File: src/design/pwo_pkg.sv
// Point-wise engine shared definitions

package pwo_pkg;

    // ========================================
    // Coefficient and memory geometry
    // ========================================
    localparam int COEFF_WIDTH    = 23;
    localparam int SLOT_WIDTH     = 24;
    localparam int COEFF_PER_CLK  = 4;
    localparam int MEM_DATA_WIDTH = SLOT_WIDTH * COEFF_PER_CLK;
    localparam int MEM_ADDR_WIDTH = 15;
    localparam int POLY_ROWS      = 64;

    // Read request to write strobe, in cycles
    localparam int PIPE_DEPTH = 5;

    // q = 2^23 - 2^13 + 1, so 2^23 folds to 2^PWO_Q_K - 1
    localparam int PWO_Q_K = 13;

    // ========================================
    // Types
    // ========================================
    typedef logic [COEFF_WIDTH-1:0]       coeff_t;
    typedef logic [2*COEFF_WIDTH-1:0]     prod_t;
    typedef logic [MEM_DATA_WIDTH-1:0]    mem_data_t;
    typedef logic [MEM_ADDR_WIDTH-1:0]    mem_addr_t;
    typedef logic [$clog2(POLY_ROWS)-1:0] row_cnt_t;

    localparam coeff_t PWO_Q = 23'd8380417;

    typedef enum logic [1:0] {
        op_pwm = 2'd0,
        op_pwa = 2'd1,
        op_pws = 2'd2
    } pwo_op_t;

    typedef enum logic [1:0] {
        st_idle  = 2'd0,
        st_read  = 2'd1,
        st_drain = 2'd2
    } ctrl_state_t;

endpackage

File: src/design/pwo_ctrl.sv
// Point-wise operation controller

`timescale 1ns/1ps

module pwo_ctrl import pwo_pkg::*; (
    input  logic      clk,
    input  logic      reset_n,
    input  logic      zeroize_i,

    input  logic      start_i,
    input  pwo_op_t   op_i,
    input  logic      accumulate_i,
    input  logic      sampler_valid_i,

    input  mem_addr_t base_a_i,
    input  mem_addr_t base_b_i,
    input  mem_addr_t base_c_i,

    output logic      a_rd_en_o,
    output mem_addr_t a_rd_addr_o,
    output logic      b_rd_en_o,
    output mem_addr_t b_rd_addr_o,
    output logic      c_rd_en_o,
    output mem_addr_t c_rd_addr_o,
    output logic      wr_en_o,
    output mem_addr_t wr_addr_o,

    output logic      busy_o,
    output logic      done_o
);

    ctrl_state_t state, state_nxt;
    row_cnt_t    row_cnt;
    logic        issue;
    logic        last_row;

    // Row tracking through the datapath
    logic [PIPE_DEPTH-1:0] valid_sr;
    row_cnt_t              row_sr [PIPE_DEPTH];

    // A row goes out only while the sampler has data for b
    assign issue    = (state == st_read) && sampler_valid_i;
    assign last_row = (row_cnt == row_cnt_t'(POLY_ROWS - 1));

    // ========================================
    // State machine
    // ========================================
    always_comb begin
        state_nxt = state;
        unique case (state)
            st_idle: begin
                if (start_i) begin
                    state_nxt = st_read;
                end
            end
            st_read: begin
                if (issue && last_row) begin
                    state_nxt = st_drain;
                end
            end
            st_drain: begin
                // Pipeline empty, last row is written
                if (valid_sr == '0) begin
                    state_nxt = st_idle;
                end
            end
            default: state_nxt = st_idle;
        endcase
    end

    always_ff @(posedge clk or negedge reset_n) begin
        if (!reset_n) begin
            state   <= st_idle;
            row_cnt <= '0;
        end else if (zeroize_i) begin
            state   <= st_idle;
            row_cnt <= '0;
        end else begin
            state <= state_nxt;
            if (state == st_idle) begin
                row_cnt <= '0;
            end else if (issue) begin
                row_cnt <= row_cnt + 1'b1;
            end
        end
    end

    // ========================================
    // Write alignment
    // ========================================
    always_ff @(posedge clk or negedge reset_n) begin
        if (!reset_n) begin
            valid_sr <= '0;
            for (int i = 0; i < PIPE_DEPTH; i++) begin
                row_sr[i] <= '0;
            end
        end else if (zeroize_i) begin
            valid_sr <= '0;
            for (int i = 0; i < PIPE_DEPTH; i++) begin
                row_sr[i] <= '0;
            end
        end else begin
            valid_sr  <= {valid_sr[PIPE_DEPTH-2:0], issue};
            row_sr[0] <= row_cnt;
            for (int i = 1; i < PIPE_DEPTH; i++) begin
                row_sr[i] <= row_sr[i-1];
            end
        end
    end

    // Read side
    assign a_rd_en_o   = issue;
    assign b_rd_en_o   = issue;
    assign c_rd_en_o   = issue && (op_i == op_pwm) && accumulate_i;
    assign a_rd_addr_o = base_a_i + mem_addr_t'(row_cnt);
    assign b_rd_addr_o = base_b_i + mem_addr_t'(row_cnt);
    assign c_rd_addr_o = base_c_i + mem_addr_t'(row_cnt);

    // Write side, same row index that was read
    assign wr_en_o   = valid_sr[PIPE_DEPTH-1];
    assign wr_addr_o = base_c_i + mem_addr_t'(row_sr[PIPE_DEPTH-1]);

    assign busy_o = (state != st_idle);
    assign done_o = (state == st_drain) && (valid_sr == '0);

endmodule

File: config.mk
export PLATFORM = sky130hd
export DESIGN_NAME = pwo_ctrl
export DESIGN_NICKNAME = d
export VERILOG_FILES = /design/src/design/pwo_pkg.sv /design/src/design/pwo_ctrl.sv
export SDC_FILE = /design/constraint.sdc
export NUM_CORES = 1
export LEC_CHECK = 0
export ABC_CLOCK_PERIOD_IN_PS = 4500
export BUFFER_PORTS_ARGS = -buffer_cell sky130_fd_sc_hd__buf_2
export CAP_MARGIN = 20
export CORE_UTILIZATION = 55
export CTS_BUF_LIST = sky130_fd_sc_hd__clkbuf_4 sky130_fd_sc_hd__clkbuf_8
export DETAILED_ROUTE_END_ITERATION = 10
export PLACE_DENSITY = 0.89
export RECOVER_POWER = 100
export SYNTH_ARGS = -nofsm -noshare
export SYNTH_HDL_FRONTEND = slang
export SYNTH_SLANG_ARGS = --single-unit
File: constraint.sdc
create_clock -name clk -period 4.5 [get_ports clk]
set_input_delay 0.45 -clock clk [delete_from_list [all_inputs] [get_ports clk]]
set_output_delay 0.45 -clock clk [all_outputs]
set_load 0.03 [all_outputs]
==> qor.csv, run 1 <==
metric,value,unit
Worst-Margin Slew,2122,ps
vias in the first global route,2736,
Post-DRT Antenna Nets,0,
total die area,5890,µm²
Root Buffer,clkbuf_8,
synthesized area per cell,9.455,µm²
"Area growth, synth to finish",20.89,%
initial antenna violation count,0,
Synth Area in Compound Gates,0.1470,
routability-driven placement congestion ratio,0.8504,
DP HPWL,5297,µm
post-synth top area cell,dfrtp_1,
type of destination of the critical path,output port,
Hold Buf Count CTS,0,
"Clk Latency, worst-skew pair",290,ps
synthesized instance count,325,
initial DRC count,102,
RSZ-0062 raised after global routing,no,
I/O Buffers,118,
layout cells sized above 1,0.1509,
"Seq/Total Area, Yosys",0.3502,
TritonCTS clock tree,done,
"top cells by count, synth","43 x dfrtp_1, 36 x nor2_1, 35 x nor2b_1",
Synth Register Bits,43,
first-pass GRT wire length,11240,µm
Num CTS Buffers,5,
Chip Height,76.75,µm
vias,2761,
Hold Path Class,in2reg,
Synth top area share,0.3502,
"Async S/R FF share, synth",1.000,
Syn Nets,407,
pin count of the biggest net entering global routing,44,
worst-path maximum fanout,8,
Fin. Hold Viols,0,
GRT Resource Usage Total,0.2327,
setup bufs post-CTS,0,
post-cts resize count,0,
unique cell type count in the Yosys netlist,40,
Post-synth EDFFs,0,
adder-cell share of the synthesized area,0.1279,
final number of setup-violating endpoints,0,
dpl cells,506,
period utilization,0.7435,
kind of critical path,reg2out,
CP required,4050,ps
Critical Path AT,2900,ps
fin nets,525,
Worst Setup Start Kind,register,
Non-Filler Instances,514,
Leak,1.805,nW
failing checks,"max-capacitance violations, max-slew violations",
top_reg_cell synth,dfrtp_1,
Starting Density,0.5867,
Post-route DRC,0,
final wirelength,6687,µm
Sum Neg Setup Slack,0,ps
xor and xnor area share after synthesis,0.1393,
shortest period the worst path allows,3346,ps
H-tree Lvls,2,
largest family of logic cells by synthesized area,simple AND/OR/NAND/NOR gates,
synth top area cells,"dfrtp_1 35%, ha_1 10%, xnor2_1 9.1%, nor2b_1 7.1%, nor2_1 4.4%",
fmax,0.2989,GHz
clk_skew,5.099,ps
Max IR drop VDD,0.1679,mV
# diodes,0,
maxcap violations,1,
GRT overflow,0,
Synthesis Warnings,0,
Mapped Area,3073,µm²
1st-pass router iterations,6,
Die Span X,76.75,µm
Worst slew margin,-0.4146,
Core ar.,5238,µm²
Power Density,223.3,nW/µm²
dominant cell by count in the synthesized netlist,dfrtp_1,
Filler cells,458,
status,"finished, violations left",
post-synthesis mux area share,0,
Avg WL per Cell,13.01,µm
Post-Synth Simple-Gate Area,0.2129,
fin. max-slew vios,44,
Clock Path Buffers,2,
Row Count,26,
CTS sink cnt,43,
I/O Pins,119,
vias per inst,5.372,
Clock transition at path regs,80,ps
metal layers:
layer | GRT usage | wire length (µm) | vias up
met5 | 0 | 0 | -
met4 | 0.04231 | 35 | 0
met3 | 0.04643 | 389 | 6
met2 | 0.4571 | 3538 | 96
met1 | 0.2556 | 2724 | 1288
li1 | - | - | 1371
cells by family after synthesis:
kind of cell    count (synthesis)
simple gates                  125
compound gates                 63
xor+xnor                       48
flops                          43
fa+ha+maj                      29
buf+inv                        17
worst max-delay path, cell delays in order, from the launching register on:
cell and delay [ps]:
dfrtp_1 490, ha_1 270, fa_1 430, a211oi_1 250, o21bai_1 100, a21oi_1 370, and4b_1 250, xor2_1 130
clkbuf_1 320
metrics by stage:
stage / utilization / power, W / worst slack, ps / cell area (µm²) / hold slack [ps]
3_3_place_gp: 0.7100 / 0.0006038 / 1698 / 3719 / 440.6
3_5_place_dp: 0.7100 / 0.0006080 / 1653 / 3719 / 452.1
6_report: 0.7093 / 0.0008297 / 1154 / 3715 / 399.3
4_1_cts: 0.7269 / 0.0008443 / 1365 / 3807 / 315.3
2_1_floorplan: - / 0.0005309 / 1702 / 3073 / 154.4
5_1_grt: 0.7093 / 0.0008667 / 961.8 / 3715 / 408.2
registers in the layout, indices dropped and copies added, names as in the netlist:
name / cells
valid_sr: 5
row_sr: 30
row_cnt: 6
state: 2
layout by cell type, fill, tap and decap left out, types with 4 or more instances in the layout:
cell	Yosys	final
inv_1	10	10
o21a_1	6	6
nor2_1	36	36
ha_1	25	25
a21oi_1	5	8
o21ai_0	16	16
o21bai_1	5	5
a211oi_1	11	11
clkbuf_8	0	5
clkbuf_1	4	65
o41a_1	4	4
nor2b_1	35	35
xnor2_1	32	32
nor3_1	8	8
buf_2	1	53
nand2_1	17	17
nand4_1	7	7
a21o_1	7	7
xor2_1	15	15
fa_1	4	4
dfrtp_1	43	43
nand3_1	9	9
area by class of cell:
| type | instances | area (µm²) | share of cell area |
|---|---|---|---|
| Clock buffer | 6 | 76.32 | 0.02055 |
| Clock inverter | 2 | 12.51 | 0.003368 |
| Inverter | 10 | 37.54 | 0.01010 |
| Multi-Input combinational cell | 265 | 1916 | 0.5157 |
| Sequential cell | 43 | 1076 | 0.2897 |
| Tap cell | 70 | 87.58 | 0.02358 |
| Timing Repair Buffer | 118 | 509.2 | 0.1371 |
where the power goes:
part           internal (W)  switching, W
registers          0.000388    0.00000264
clock network      0.000114      0.000124
logic             0.0000599      0.000140
total              0.000563      0.000267
final timing paths:
path | slack [ps] | startpoint | to | cells after the start
min reg2reg | 460 | row_sr[26] | row_sr[20] | 1
min in group asynchronous | 780 | reset_n | valid_sr[4] | 1
max | 1150 | row_cnt[0] | a_rd_addr_o[14] | 8
min | 400 | start_i | state[0] | 2
max in group asynchronous | 2520 | reset_n | row_sr[0] | 1
max reg2reg | 2960 | row_cnt[1] | state[1] | 5
No activity file was read; power rests on OpenSTA's default activity.
==> run 2: changes to the inputs <==
- ABC_CLOCK_PERIOD_IN_PS: 4500 -> 3300
- CORE_UTILIZATION: 55 -> 51
- PLACE_DENSITY: 0.89 -> 0.83
- clock period: 4.5 -> 3.3 ns (I/O delays scaled with it)
==> run 2 against run 1 <==
Net effect: first-iteration DRC count rose by 21%; critical path depth is the same; sequential share of layout area down 0.097 points; largest cell class unchanged; design area rose by 0.34%; routed wire length grew 0.46%; setup slack got worse by 960 ps; power rose by 37%; die area is 7.6% higher; the flow still finishes with violations (max-capacitance violations, max-slew violations).
==> qor.csv, run 2 (synthesized netlist as in run 1, its figures left out) <==
metric,value,unit
slowest CP cell,dfrtp_1,
I/O Pins,119,
Non-Filler Instances,515,
period utilization,0.9403,
hold depth,2,
cells along the critical path,ha_1 > fa_1 > a211oi_1 > o21bai_1 > a21oi_1 > nor2_1 > xor2_1 > clkbuf_1,
final wirelength,6718,µm
GRT Resource Usage Total,0.2167,
Post-route DRC,0,
"delay-heaviest family, CP",compound AO/OA/AOI/OAI gates,
Hold Buf Count CTS,0,
dpl cells,508,
Core ar.,5642,µm²
failing checks,"max-capacitance violations, max-slew violations",
setup bufs post-CTS,0,
layout cells sized above 1,0.1648,
Buf/Inv on CP,1,
Hold Path Class,in2reg,
# diodes,0,
area post-placement,3721,µm²
H-tree Lvls,2,
Sw Pwr,0.0003573,W
clk_skew,2.281,ps
Worst Hold Endpoint,state[0],
Worst R2R End,row_cnt[5],
Worst Setup Start Kind,register,
status,"finished, violations left",
RSZ-0062 raised after global routing,no,
routability-driven placement congestion ratio,0.8597,
Avg WL per Cell,13.04,µm
vias per inst,5.309,
"Clk Latency, worst-skew pair",290,ps
Sum Neg Setup Slack,0,ps
1st-pass router iterations,4,
Max IR drop VDD,0.3009,mV
Max stage delay on crit path,460,ps
GRT overflow,0,
post-cts resize count,0,
Hold Startpoint,start_i,
fin nets,525,
shortest period the worst path allows,3103,ps
Largest regs,"row_sr: 30 flops, row_cnt: 6 flops, valid_sr: 5 flops",
Fin. Hold Viols,0,
Clock transition at path regs,70,ps
worst reg2reg path depth,5,
type of destination of the critical path,output port,
Row Count,27,
Clock Path Buffers,2,
Critical Path AT,2770,ps
r2r startpoint,state[1],
total die area,6340,µm²
Starting Density,0.5447,
CP required,2970,ps
initial antenna violation count,0,
DP HPWL,5301,µm
fin. max-slew vios,44,
Post-DRT Antenna Nets,0,
vias,2734,
Num CTS Buffers,5,
Worst slew margin,-0.4598,
"most common cell after layout, fill and taps aside",clkbuf_1,
Top reg by flops,row_sr,
Pint,0.0007773,W
Final Total Pwr,0.001135,W
worst reg2reg setup slack,1750,ps
kind of critical path,reg2out,
Root Buffer,clkbuf_8,
initial DRC count,123,
first-pass GRT wire length,10960,µm
Worst-Margin Slew,2190,ps
vias in the first global route,2647,
TritonCTS clock tree,done,
CTS sink cnt,43,
worst-path maximum fanout,8,
most frequent cells in the layout,"59 x clkbuf_1, 53 x buf_2, 43 x dfrtp_1, 36 x nor2_1, 35 x nor2b_1",
pin count of the biggest net entering global routing,44,
fmax,0.3223,GHz
max FFs per register,30,
logic gate share of total power,0.244,
Die Span X,79.63,µm
Chip Height,79.63,µm
Power Density,304.4,nW/µm²
maxcap violations,1,
final number of setup-violating endpoints,0,
clock share of power,0.286,
Leak,1.826,nW
Reg power frac,0.470,
"Area growth, synth to finish",21.29,%
final instance area,3727,µm²
sw frac,0.3149,
I/O Buffers,118,
==> run 2: cell count changes in the layout (fill, tap and decap cells not counted) <==
cell,before,now
clkbuf_2,0,6
clkinvlp_4,1,0
a21oi_1,8,7
clkbuf_4,1,0
a21oi_2,0,1
clkbuf_1,65,59
clkbuf_8,5,6
==> run 2: worst max path at each step <==
stage,start,to,slack [ps],cells after the start
after global placement,row_cnt[0],a_rd_addr_o[14],710,8
after global routing,row_cnt[0],c_rd_addr_o[14],60,8
final,row_cnt[0],c_rd_addr_o[12],200,8
after detailed placement,row_cnt[0],a_rd_addr_o[14],620,8
after floorplan,row_cnt[0],a_rd_addr_o[14],630,7
after CTS,row_cnt[0],a_rd_addr_o[14],300,8
==> run 2: stage by stage <==
| step | util | setup WS, ps | hold slack (ps) |
|---|---|---|---|
| floorplan | - | 634.1 | 34.41 |
| global placement | 0.6596 | 713.3 | 440.6 |
| detailed placement | 0.6596 | 621.6 | 447.7 |
| CTS | 0.6751 | 297.7 | 203.4 |
| global route | 0.6607 | 61.30 | 270.4 |
| finish | 0.6607 | 197.1 | 282.8 |
==> run 2: power by group through the flow <==
stage	combinational, W	sequential (W)	clock [W]
2_1_floorplan	0.000181	0.000543	0
3_5_place_dp	0.000288	0.000543	0
6_report	0.000276	0.000533	0.000325
3_3_place_gp	0.000283	0.000543	0
4_1_cts	0.000288	0.000533	0.000334
5_1_grt	0.000299	0.000534	0.000354
==> run 2: cell type report <==
class                           count  area [µm²]
Inverter                           10       37.54
Fill cell                         503        1914
Sequential cell                    43        1076
Timing Repair Buffer              118       516.7
Clock buffer                        6       82.58
Clock inverter                      1       5.005
Tap cell                           72       90.09
Multi-Input combinational cell    265        1919
==> run 2: metal layers <==
layer | routed length, µm | GRT usage | vias to the layer above
met4 | 52 | 0.03455 | 0
met2 | 3309 | 0.4068 | 90
li1 | - | - | 1360
met3 | 408 | 0.04114 | 6
met5 | 0 | 0 | -
met1 | 2948 | 0.2571 | 1278
